## src/icache_params.svh

```systemverilog
`ifndef ICACHE_PARAMS_SVH
`define ICACHE_PARAMS_SVH

// =====================================================================
// Instruction cache geometry
// =====================================================================

// Byte address width of the fetch path
`define ICACHE_ADDR_W 32

// Words per line, four 32-bit words give a 16-byte line
`define ICACHE_LINE_WORDS 4

// Number of sets
`define ICACHE_SETS 8

// Associativity, the single LRU bit per set only covers two
`define ICACHE_WAYS 2

`endif

```

## src/icache_pkg.sv

```systemverilog
`include "icache_params.svh"

package icache_pkg;

    // =================================================================
    // Address and data types
    // =================================================================

    // Byte address as seen by the fetch unit
    typedef logic [`ICACHE_ADDR_W-1:0] addr_t;

    // One instruction word
    typedef logic [31:0] word_t;

    // Word position inside a line
    typedef logic [$clog2(`ICACHE_LINE_WORDS)-1:0] word_sel_t;

    // Set index
    typedef logic [$clog2(`ICACHE_SETS)-1:0] index_t;

    // Tag is what remains above index, word select and the byte offset
    typedef logic [`ICACHE_ADDR_W-$bits(index_t)-$bits(word_sel_t)-2-1:0] tag_t;

    // Address layout from the top is tag, index, word select, 2-bit byte offset

endpackage

```

## src/icache_fill_if.sv

```systemverilog
`timescale 1ns/10ps

interface icache_fill_if;

    // One data word written per memory response
    logic                  word_we;
    logic                  way;
    icache_pkg::index_t    index;
    icache_pkg::word_sel_t word_sel;
    icache_pkg::word_t     data;

    // Last word of the line, set valid, tag and LRU
    logic                  commit;
    icache_pkg::tag_t      tag;

    // Refill controller drives the fill
    modport ctrl (
        output word_we, way, index, word_sel, data, commit, tag
    );

    // Array receives it
    modport array (
        input word_we, way, index, word_sel, data, commit, tag
    );

endinterface

```

## src/icache_array.sv

```systemverilog
`timescale 1ns/10ps
`include "icache_params.svh"

module icache_array (
    input  logic              clk_i,
    input  logic              rst_ni,

    // Lookup side
    input  icache_pkg::addr_t lookup_addr_i,
    input  logic              touch_i,
    input  logic              flush_i,

    // Line refill writes
    icache_fill_if.array      fill,

    // Lookup results
    output logic              hit_o,
    output logic              hit_way_o,
    output logic              victim_way_o,
    output icache_pkg::word_t hit_data_o
);

    // =================================================================
    // Storage
    // =================================================================

    // Valid bits per way, one per set
    logic [`ICACHE_SETS-1:0] valid_q [`ICACHE_WAYS];

    // LRU bit per set holds the most recently used way
    logic [`ICACHE_SETS-1:0] lru_q;

    // Tag and data arrays
    icache_pkg::tag_t  tag_q  [`ICACHE_WAYS][`ICACHE_SETS];
    icache_pkg::word_t data_q [`ICACHE_WAYS][`ICACHE_SETS][`ICACHE_LINE_WORDS];

    // Lookup address fields
    icache_pkg::tag_t      lk_tag;
    icache_pkg::index_t    lk_index;
    icache_pkg::word_sel_t lk_wsel;

    logic [`ICACHE_WAYS-1:0] way_hit;

    // =================================================================
    // Lookup
    // =================================================================

    // Drop the byte offset, the rest splits into tag, index, word
    assign {lk_tag, lk_index, lk_wsel} = lookup_addr_i[`ICACHE_ADDR_W-1:2];

    // Compare both ways in parallel
    always_comb begin
        for (int w = 0; w < `ICACHE_WAYS; w++) begin
            way_hit[w] = valid_q[w][lk_index] && (tag_q[w][lk_index] == lk_tag);
        end
    end

    assign hit_o      = |way_hit;
    assign hit_way_o  = way_hit[1];
    assign hit_data_o = data_q[hit_way_o][lk_index][lk_wsel];

    // Replace whichever way was not used last
    assign victim_way_o = ~lru_q[lk_index];

    // =================================================================
    // Valid and LRU state
    // =================================================================

    always_ff @(posedge clk_i or negedge rst_ni) begin
        if (!rst_ni) begin
            for (int w = 0; w < `ICACHE_WAYS; w++) begin
                valid_q[w] <= '0;
            end
            lru_q <= '0;
        end else if (flush_i) begin
            // Flush drops every line at once
            for (int w = 0; w < `ICACHE_WAYS; w++) begin
                valid_q[w] <= '0;
            end
            lru_q <= '0;
        end else if (fill.commit) begin
            valid_q[fill.way][fill.index] <= 1'b1;
            lru_q[fill.index]             <= fill.way;
        end else if (touch_i) begin
            // Hit makes the hit way most recent
            lru_q[lk_index] <= hit_way_o;
        end
    end

    // Line payload, written word by word during refill
    always_ff @(posedge clk_i) begin
        if (fill.word_we) begin
            data_q[fill.way][fill.index][fill.word_sel] <= fill.data;
        end
        if (fill.commit) begin
            tag_q[fill.way][fill.index] <= fill.tag;
        end
    end

    // A line is only ever filled into one way, so both cannot match
    a_single_way_hit : assert property (@(posedge clk_i) disable iff (!rst_ni)
        $onehot0(way_hit));

endmodule

```

## src/icache_perf.sv

```systemverilog
`timescale 1ns/10ps

module icache_perf (
    input  logic        clk_i,
    input  logic        rst_ni,
    input  logic        access_i,
    input  logic        access_hit_i,
    output logic [31:0] hit_count_o,
    output logic [31:0] miss_count_o,
    output logic [31:0] hit_rate_o
);

    logic [31:0] hit_cnt_q;
    logic [31:0] miss_cnt_q;
    logic [31:0] total;

    // Counters step at the acceptance edge
    always_ff @(posedge clk_i or negedge rst_ni) begin
        if (!rst_ni) begin
            hit_cnt_q  <= '0;
            miss_cnt_q <= '0;
        end else if (access_i && access_hit_i) begin
            hit_cnt_q <= hit_cnt_q + 32'd1;
        end else if (access_i) begin
            miss_cnt_q <= miss_cnt_q + 32'd1;
        end
    end

    assign hit_count_o  = hit_cnt_q;
    assign miss_count_o = miss_cnt_q;

    // Integer percentage, truncated
    assign total      = hit_cnt_q + miss_cnt_q;
    assign hit_rate_o = (total == '0) ? '0 : (hit_cnt_q * 32'd100) / total;

    // The hit flag only qualifies an access
    a_hit_with_access : assert property (@(posedge clk_i) disable iff (!rst_ni)
        access_hit_i |-> access_i);

endmodule

```

## src/icache_refill_ctrl.sv

```systemverilog
`timescale 1ns/10ps
`include "icache_params.svh"

module icache_refill_ctrl (
    input  logic              clk_i,
    input  logic              rst_ni,

    // CPU request and response
    input  logic              cpu_req_valid_i,
    input  icache_pkg::addr_t cpu_req_addr_i,
    output logic              cpu_req_ready_o,
    output logic              cpu_rsp_valid_o,
    output icache_pkg::word_t cpu_rsp_data_o,
    output logic              cpu_rsp_hit_o,

    // Memory side
    output logic              mem_req_valid_o,
    output icache_pkg::addr_t mem_req_addr_o,
    input  logic              mem_req_ready_i,
    input  logic              mem_rsp_valid_i,
    input  icache_pkg::word_t mem_rsp_data_i,

    // Flush control
    input  logic              flush_i,
    output logic              flush_done_o,

    // Array lookup results and controls
    input  logic              hit_i,
    input  logic              hit_way_i,
    input  logic              victim_way_i,
    input  icache_pkg::word_t hit_data_i,
    output icache_pkg::addr_t lookup_addr_o,
    output logic              touch_o,
    output logic              array_flush_o,
    icache_fill_if.ctrl       fill,

    // Access pulse for the counters
    output logic              access_o,
    output logic              access_hit_o
);

    typedef enum logic [1:0] {
        st_idle,
        st_req,
        st_wait_rsp,
        st_flush
    } state_e;

    state_e state_q;

    // Miss context
    icache_pkg::tag_t      miss_tag_q;
    icache_pkg::index_t    miss_index_q;
    icache_pkg::word_sel_t miss_wsel_q;
    logic                  victim_q;
    icache_pkg::word_sel_t word_cnt_q;
    icache_pkg::word_t     req_word_q;

    // Response register
    logic                  rsp_valid_q;
    logic                  rsp_hit_q;
    icache_pkg::word_t     rsp_data_q;

    logic accept;
    logic rsp_beat;
    logic last_word;

    // =================================================================
    // Handshakes and array control
    // =================================================================

    // Flush wins over a request arriving in the same idle cycle
    assign cpu_req_ready_o = (state_q == st_idle) && !flush_i;
    assign accept          = cpu_req_valid_i && cpu_req_ready_o;
    assign array_flush_o   = (state_q == st_idle) && flush_i;
    assign flush_done_o    = (state_q == st_flush);

    assign lookup_addr_o = cpu_req_addr_i;
    // An accepted hit marks its way most recent in the array
    assign touch_o       = accept && hit_i;
    assign access_o      = accept;
    assign access_hit_o  = accept && hit_i;

    // Line base plus the current word with byte offset zero
    assign mem_req_valid_o = (state_q == st_req);
    assign mem_req_addr_o  = {miss_tag_q, miss_index_q, word_cnt_q, 2'b00};

    assign rsp_beat  = (state_q == st_wait_rsp) && mem_rsp_valid_i;
    assign last_word = (word_cnt_q == icache_pkg::word_sel_t'(`ICACHE_LINE_WORDS - 1));

    // Every response beat is written straight into the victim way
    assign fill.word_we  = rsp_beat;
    assign fill.way      = victim_q;
    assign fill.index    = miss_index_q;
    assign fill.word_sel = word_cnt_q;
    assign fill.data     = mem_rsp_data_i;
    assign fill.commit   = rsp_beat && last_word;
    assign fill.tag      = miss_tag_q;

    assign cpu_rsp_valid_o = rsp_valid_q;
    assign cpu_rsp_hit_o   = rsp_hit_q;
    assign cpu_rsp_data_o  = rsp_data_q;

    // =================================================================
    // Miss state machine
    // =================================================================

    always_ff @(posedge clk_i or negedge rst_ni) begin
        if (!rst_ni) begin
            state_q     <= st_idle;
            word_cnt_q  <= '0;
            rsp_valid_q <= 1'b0;
            rsp_hit_q   <= 1'b0;
        end else begin
            rsp_valid_q <= 1'b0;
            case (state_q)
                st_idle: begin
                    if (flush_i) begin
                        state_q <= st_flush;
                    end else if (accept && hit_i) begin
                        rsp_valid_q <= 1'b1;
                        rsp_hit_q   <= 1'b1;
                    end else if (accept) begin
                        state_q    <= st_req;
                        word_cnt_q <= '0;
                    end
                end
                st_req: begin
                    if (mem_req_ready_i) begin
                        state_q <= st_wait_rsp;
                    end
                end
                st_wait_rsp: begin
                    if (mem_rsp_valid_i && last_word) begin
                        // Line commits at this edge and is answered as a miss
                        state_q     <= st_idle;
                        rsp_valid_q <= 1'b1;
                        rsp_hit_q   <= 1'b0;
                    end else if (mem_rsp_valid_i) begin
                        state_q    <= st_req;
                        word_cnt_q <= word_cnt_q + 1'b1;
                    end
                end
                default: begin
                    state_q <= st_idle;
                end
            endcase
        end
    end

    // Miss context and response payload
    always_ff @(posedge clk_i) begin
        if (accept) begin
            {miss_tag_q, miss_index_q, miss_wsel_q} <= cpu_req_addr_i[`ICACHE_ADDR_W-1:2];
            victim_q   <= victim_way_i;
            rsp_data_q <= hit_data_i;
        end
        // Keep the requested word as it streams past
        if (rsp_beat && (word_cnt_q == miss_wsel_q)) begin
            req_word_q <= mem_rsp_data_i;
        end
        if (rsp_beat && last_word) begin
            rsp_data_q <= (word_cnt_q == miss_wsel_q) ? mem_rsp_data_i : req_word_q;
        end
    end

    // Address must not move while memory stalls the request
    a_mem_req_hold : assert property (@(posedge clk_i) disable iff (!rst_ni)
        mem_req_valid_o && !mem_req_ready_i |=> mem_req_valid_o && $stable(mem_req_addr_o));

    // The miss answer only comes after the whole line is back
    a_no_rsp_during_refill : assert property (@(posedge clk_i) disable iff (!rst_ni)
        mem_req_valid_o |-> !cpu_rsp_valid_o);

endmodule

```

## src/icache_top.sv

```systemverilog
`timescale 1ns/10ps

module icache_top (
    input  logic              clk_i,
    input  logic              rst_ni,

    // CPU request
    input  logic              cpu_req_valid_i,
    input  icache_pkg::addr_t cpu_req_addr_i,
    output logic              cpu_req_ready_o,

    // CPU response
    output logic              cpu_rsp_valid_o,
    output icache_pkg::word_t cpu_rsp_data_o,
    output logic              cpu_rsp_hit_o,

    // Memory
    output logic              mem_req_valid_o,
    output icache_pkg::addr_t mem_req_addr_o,
    input  logic              mem_req_ready_i,
    input  logic              mem_rsp_valid_i,
    input  icache_pkg::word_t mem_rsp_data_i,

    // Control and performance
    input  logic              flush_i,
    output logic              flush_done_o,
    output logic [31:0]       perf_hit_count_o,
    output logic [31:0]       perf_miss_count_o,
    output logic [31:0]       perf_hit_rate_o
);

    // =================================================================
    // Internal connections
    // =================================================================

    icache_pkg::addr_t lookup_addr;
    icache_pkg::word_t hit_data;
    logic              touch;
    logic              array_flush;
    logic              hit;
    logic              hit_way;
    logic              victim_way;
    logic              access;
    logic              access_hit;

    // Refill writes from controller to array
    icache_fill_if fill_if ();

    icache_array icache_array_inst (
        .clk_i        (clk_i),
        .rst_ni       (rst_ni),
        .lookup_addr_i(lookup_addr),
        .touch_i      (touch),
        .flush_i      (array_flush),
        .fill         (fill_if.array),
        .hit_o        (hit),
        .hit_way_o    (hit_way),
        .victim_way_o (victim_way),
        .hit_data_o   (hit_data)
    );

    icache_refill_ctrl icache_refill_ctrl_inst (
        .clk_i          (clk_i),
        .rst_ni         (rst_ni),
        .cpu_req_valid_i(cpu_req_valid_i),
        .cpu_req_addr_i (cpu_req_addr_i),
        .cpu_req_ready_o(cpu_req_ready_o),
        .cpu_rsp_valid_o(cpu_rsp_valid_o),
        .cpu_rsp_data_o (cpu_rsp_data_o),
        .cpu_rsp_hit_o  (cpu_rsp_hit_o),
        .mem_req_valid_o(mem_req_valid_o),
        .mem_req_addr_o (mem_req_addr_o),
        .mem_req_ready_i(mem_req_ready_i),
        .mem_rsp_valid_i(mem_rsp_valid_i),
        .mem_rsp_data_i (mem_rsp_data_i),
        .flush_i        (flush_i),
        .flush_done_o   (flush_done_o),
        .hit_i          (hit),
        .hit_way_i      (hit_way),
        .victim_way_i   (victim_way),
        .hit_data_i     (hit_data),
        .lookup_addr_o  (lookup_addr),
        .touch_o        (touch),
        .array_flush_o  (array_flush),
        .fill           (fill_if.ctrl),
        .access_o       (access),
        .access_hit_o   (access_hit)
    );

    icache_perf icache_perf_inst (
        .clk_i       (clk_i),
        .rst_ni      (rst_ni),
        .access_i    (access),
        .access_hit_i(access_hit),
        .hit_count_o (perf_hit_count_o),
        .miss_count_o(perf_miss_count_o),
        .hit_rate_o  (perf_hit_rate_o)
    );

endmodule

```

## config.mk

```make
export PLATFORM = sky130hd
export DESIGN_NAME = icache_top
export DESIGN_NICKNAME = d
export VERILOG_FILES = /design/src/icache_pkg.sv /design/src/icache_fill_if.sv /design/src/icache_array.sv /design/src/icache_perf.sv /design/src/icache_refill_ctrl.sv /design/src/icache_top.sv
export VERILOG_INCLUDE_DIRS = /design/src /design/src/src
export SDC_FILE = /design/constraint.sdc
export NUM_CORES = 2
export LEC_CHECK = 0
export ABC_CLOCK_PERIOD_IN_PS = 101800
export BUFFER_PORTS_ARGS = -buffer_cell sky130_fd_sc_hd__buf_2
export CAP_MARGIN = 20
export CELL_PAD_IN_SITES_DETAIL_PLACEMENT = 1
export CELL_PAD_IN_SITES_GLOBAL_PLACEMENT = 1
export CORE_UTILIZATION = 30
export DETAILED_ROUTE_END_ITERATION = 6
export GPL_ROUTABILITY_DRIVEN = 0
export PLACE_DENSITY_LB_ADDON = 0.12
export SLEW_MARGIN = 20
export SYNTH_ARGS = -nofsm -noshare
export SYNTH_HDL_FRONTEND = slang
export SYNTH_HIERARCHICAL = 1
export SYNTH_SLANG_ARGS = --single-unit
```

## constraint.sdc

```tcl
create_clock -name clk_i -period 101.8 [get_ports clk_i]
set_clock_uncertainty 0.1 [all_clocks]
set_input_delay 10.18 -clock clk_i [delete_from_list [all_inputs] [get_ports clk_i]]
set_output_delay 10.18 -clock clk_i [all_outputs]
set_load 0.01 [all_outputs]
```

## After elaboration in Yosys (flattened, before gate mapping)

Memory sizes are Yosys's and may differ from the RTL's.
Cells that the tools add are included.

- Bitwise gates (word level): 8
- Order comparisons: 12
- Muxes and demuxes: 66
- Equal/unequal tests: 18
- Add/sub/neg operators: 4
- Div/mod/pow operators: 1
- Reduce and logical (&&, ||, !) cells: 28
- Shifts and indexed selects: 0
- Multiply operators: 1

Operators by type and width:

| kind | count |
|---|---|
| $mux 1024 | 1 |
| $bmux 128 s3 | 1 |
| $demux 128 s3 | 1 |
| $mux 128 | 3 |
| $mux 32 | 7 |
| $mux 200 | 1 |
| $bmux 25 s3 | 2 |
| $mux 25 | 5 |
| $demux 25 s3 | 1 |
| $add 32x1->32 const B | 2 |
| $bmux 32 s2 | 1 |
| $demux 32 s2 | 1 |
| $eq 25x25->1 | 2 |
| $add 32x32->32 | 1 |
| $div 32x32->32 | 1 |
| $logic_not 32->1 | 1 |
| $mul 32x5->30 const B | 1 |
| $mux 16 | 2 |
| $mux 8 | 4 |
| $mux 2 | 11 |
| $bwmux 8 | 2 |
| $logic_and 1x1->1 | 16 |
| $or 16x16->16 | 1 |
| $mux 1 | 13 |
| other kinds (34) | 57 |

- Word-level logic and storage cells: 155
- Bits in writable memories: 2448
- Memories kept: 2
- Output and inout bits: 165
- Flip-flop bits (word level): 189
- ROM bits: 0
- Bits in latches: 0

Memories:

| memory | words | width | read ports | clocked after Yosys merged registers in | write ports | RTL line | text |
|---|---|---|---|---|---|---|---|
| icache_array_inst.data_q | 2 | 1024 | 1 | 0 | 1 | icache_array.sv:35 | `` icache_pkg::word_t data_q [`ICACHE_WAYS][`ICACHE_SETS][`ICACHE_LINE_WORDS]; `` |
| icache_array_inst.tag_q | 2 | 200 | 2 | 0 | 1 | icache_array.sv:34 | `` icache_pkg::tag_t tag_q [`ICACHE_WAYS][`ICACHE_SETS]; `` |

## Logic depth before layout (Yosys ltp)

An unclocked memory read counts as a cell.

- Depth in word-level cells: 15
- Gate-level depth with buffers: 440
- Gate-level depth less buffers: 411

## Cells and area by module

The synthesis kept the hierarchy.

Modules (own cells, without submodules):

| module | times used | area an instance (um^2) | cells each | sequential area each (um^2) |
|---|---|---|---|---|
| icache_array | 1 | 95121.2 | 4718 | 74111.1 |
| icache_perf | 1 | 36201.0 | 5158 | 1601.5 |
| icache_refill_ctrl | 1 | 4742.0 | 382 | 3002.9 |

## Worst setup path before layout

No wires, ideal clock.

- Path kind: reg2out
- Start point: reg icache_perf_inst.hit_cnt_q[18] (netlist: icache_perf_inst/hit_count_o[18])
- End point: out perf_hit_rate_o[0]
- Setup slack: 8450 ps
- Path buffers: 36
- Data arrival time: 83070 ps
- Required time: 91520 ps
- Cell stages (with the launch flop): 429
- Path through: dfrtp_1 > ha_1 > ha_1 > inv_1 > fa_1 > inv_1 > ha_1 > clkbuf_1 > a21oi_1 > o21ai_0 > a41o_1 > a221o_1 > o21a_1 > o21ai_0 > nand2b_1 > xnor2_1 > ha_1 > nand2_1 > [... 393 more ...] > and2_1 > clkbuf_1 > clkbuf_1 > mux2_2 > ha_1 > a21oi_1 > nor2b_1 > o21ai_0 > nand2b_1 > a21oi_1 > nor2b_1 > o21ai_0 > nand2b_1 > a21oi_1 > o21ai_0 > a21o_1 > a21oi_1 > a21oi_1

- Longest elaborated chain between the ends: 3

RTL lines:

| what | RTL line | text |
|---|---|---|
| start: declaration | icache_perf.sv:13 | `logic [31:0] hit_cnt_q;` |
| start signal: assignment | icache_perf.sv:23 | `hit_cnt_q <= hit_cnt_q + 32'd1;` |
| $mul 32x5->30 / $add 32x32->32 (equally long branches) | icache_perf.sv:34, icache_perf.sv:33 |  |
| $div 32x32->32 / $logic_not 32->1 (equally long branches) | icache_perf.sv:34 | `assign hit_rate_o = (total == '0) ? '0 : (hit_cnt_q * 32'd100) / total;` |
| $mux 32 * | icache_perf.sv:34 |  |
| end: declaration | icache_top.sv:29 | `output logic [31:0] perf_hit_rate_o` |

Mark *: on every way between the ends. The rest lies on a longest branch, timed or not.

## Worst setup path after layout

- Start point: reg icache_perf_inst.hit_cnt_q[4] (netlist: icache_perf_inst/hit_count_o[4])
- End point: out perf_hit_rate_o[0]

The elaborated chain is that of the path after synthesis.

==> out/metrics.csv <==
stage,metric,value,unit
route,wl_per_cell,29.8,µm
yosys,syn_area,136000,µm²
route,drt_iter0_markers,6847,
setup_path,timing.rr.start,icache_array_inst/valid_q[1]$_DFFE_PN0N_,
route,postRouteAntennaNets,0,
power,fin_total_pwr,2510,µW
cts,cts_tree,yes,
cells_and_area,final_common_cell,edfxtp_1,
sta,fin_ws,5.54,ns
floorplan,io_pins,235,
cts,h-tree-depth,5,
floorplan,core_region_area,450000,µm²
floorplan,rows,246,
cts,cts_sinks,2637,
sta,hold_violations,0,
place,io_buffers,230,
setup_path,path_class,reg -> out,
cts,clk_latency,0.86,ns
power,combPwrFrac,13.0,%
setup_path,slowest_delay,0.54,ns
cts,numCtsBuffers,272,
cts,clkTransAtPathRegs,0.06,ns
setup_path,crit_path_max_fanout,24,
global_routing,grt.overflow.total,0,
status,outcome,completed,
route,drc,0,
cts,clk_path_buf_depth,4,
hold_path,hp-class,reg -> reg,
sta,max_slew_margin,15.8,%
power,p_leak,0.0618,µW
cells_and_area,syn_to_final_growth,19.7,%
power,netSwitchingFraction,25.6,%
sta,fin_crit,96.26,ns
power,seq_power_share,48.3,%
route,num_vias,95700,
hold_path,min_from,icache_refill_ctrl_inst/cpu_rsp_hit_o$_DFFE_PN0P_,
cts,root_buffer,clkbuf_16,
route,drtPass1Iterations,7,
setup_path,crit_slowest_cell,or4_1,
place,place_ws,-3.38,ns
global_routing,grt_pass1_wl,747000,µm
global_routing,grt_pass1_vias,101000,
setup_path,critPathArrivalTime,85.98,ns
global_routing,antenna_found_initial,27,
sta,final_max_slew_viol_count,0,
sta,timing.final.crit_share,94.6,%
power,p_int,1870,µW
floorplan,die_height,675,µm
power,pwr_density_cell,15.4,nW/µm²
setup_path,start_kind,flop,
route,wl,532000,µm
yosys,syn_inst,10300,
cells_and_area,post-route-util,36.2,%
route,viasPerCell,5.37,
floorplan,fp.dieW,675,µm
cells_and_area,layout_common_cells,"edfxtp_1, buf_4, nand2_1, ha_1, nor2_1",
cells_and_area,fin_nets,12400,
flow_run,drv_cap,0,
setup_path,startpoint,icache_perf_inst/hit_count_o[4]$_DFFE_PN0P_,
power,ir_worst_vdd,0.0000114,V
floorplan,dieArea,456000,µm²
power,clockPowerShare,38.8,%
global_routing,grt_util_all_layers,22.8,%
setup_path,crit_required,91.52,ns
floorplan,start_util,30.2,%
sta,worstMarginPinSlew,1.25,ns
place,hpwl,361000,µm
global_routing,grt_max_degree,95,
yosys,syn_avg_cell_area,13.3,µm²
sta,max_freq,10.4,MHz
setup_path,critPathMostFrequentCell,buf_4,
cells_and_area,drive_above_1_share,23.9,%
power,netSwitchingPower,643,µW
yosys,ys.warnings.count,6,
setup_path,end_kind,output pin,
sta,setup_viol,0,
-- repair_timing --
item                       CTS  global route
setup endpoints to repair    2             3
gates resized for setup     47           132
setup buffers                8            15
pin swaps                    4            29
hold buffers                 0             0
-- power by group through the flow --
| stage | registers [µW] | clock network (µW) | logic (µW) |
|---|---|---|---|
| final | 1210 | 974 | 326 |
| after global routing | 1210 | 1030 | 350 |
| after CTS | 1210 | 995 | 324 |
| after detailed placement | 1240 | 0 | 322 |
| after global placement | 1230 | 0 | 314 |
| after floorplan | 1230 | 0 | 174 |
-- final cells by class --
type                            instances  area [µm²]
Fill cell                           47400      287000
Antenna cell                           12        30.0
Tap cell                             5952        7450
Timing Repair Buffer                 1675       12200
Clock inverter                        133        1190
Clock buffer                          330        7200
Inverter                              286        1080
Sequential cell                      2637       78700
Multi-Input combinational cell       6802       55000
-- registers in the layout, indices dropped and copies added, names as in the netlist, 2 cells and up --
register	flops
icache_refill_ctrl_inst/state_q	2
icache_refill_ctrl_inst/fill.tag	25
icache_array_inst/lru_q	8
icache_array_inst/tag_q	400
icache_refill_ctrl_inst/req_word_q	32
icache_array_inst/data_q	2048
icache_refill_ctrl_inst/fill.index	3
icache_refill_ctrl_inst/miss_wsel_q	2
icache_refill_ctrl_inst/cpu_rsp_data_o	32
icache_array_inst/valid_q	16
icache_perf_inst/hit_count_o	32
icache_perf_inst/miss_count_o	32
icache_refill_ctrl_inst/fill.word_sel	2
-- worst paths after layout --
check	cells past startpoint	slack (ns)	end
hold / removal	2	0.39	icache_refill_ctrl_inst/cpu_rsp_hit_o$_DFFE_PN0P_
setup / recovery	413	5.54	perf_hit_rate_o[0]
max in group asynchronous	2	90.90	icache_perf_inst/hit_count_o[0]$_DFFE_PN0P_
hold reg to reg	2	0.39	icache_refill_ctrl_inst/cpu_rsp_hit_o$_DFFE_PN0P_
min in group asynchronous	1	9.25	icache_array_inst/lru_q[2]$_DFFE_PN0P_
setup reg to reg	18	92.83	icache_refill_ctrl_inst/cpu_rsp_data_o[19]$_DFFE_PP_
-- layer usage --
metal	routed length, µm	global-route usage (%)
met1	226000	29.1
met2	270000	41.1
met3	20200	2.00
met4	15100	6.02
met5	0	0
-- through the flow --
stage / TNS [ns] / hold slack (ns) / cells / cell area (µm²)
2_1_floorplan: 0 / 0.361 / 10300 / 136000
5_1_grt: -0.0978 / 0.431 / 17800 / 163000
6_report: 0 / 0.389 / 17800 / 163000
3_5_place_dp: -4.31 / 0.381 / 17300 / 154000
3_3_place_gp: -2.28 / 0.376 / 17300 / 154000
4_1_cts: 0 / 0.397 / 17800 / 162000
-- critical path, delay by kind of cell, from the launching register on --
kind | cells | cell delay (ns)
simple gates | 90 | 16.92
mux | 8 | 2.29
fa+ha+maj | 37 | 11.11
xor+xnor | 1 | 0.21
flops | 1 | 0.49
buf+inv | 57 | 9.17
compound gates | 220 | 44.69
No activity file was read; power rests on OpenSTA's default activity.
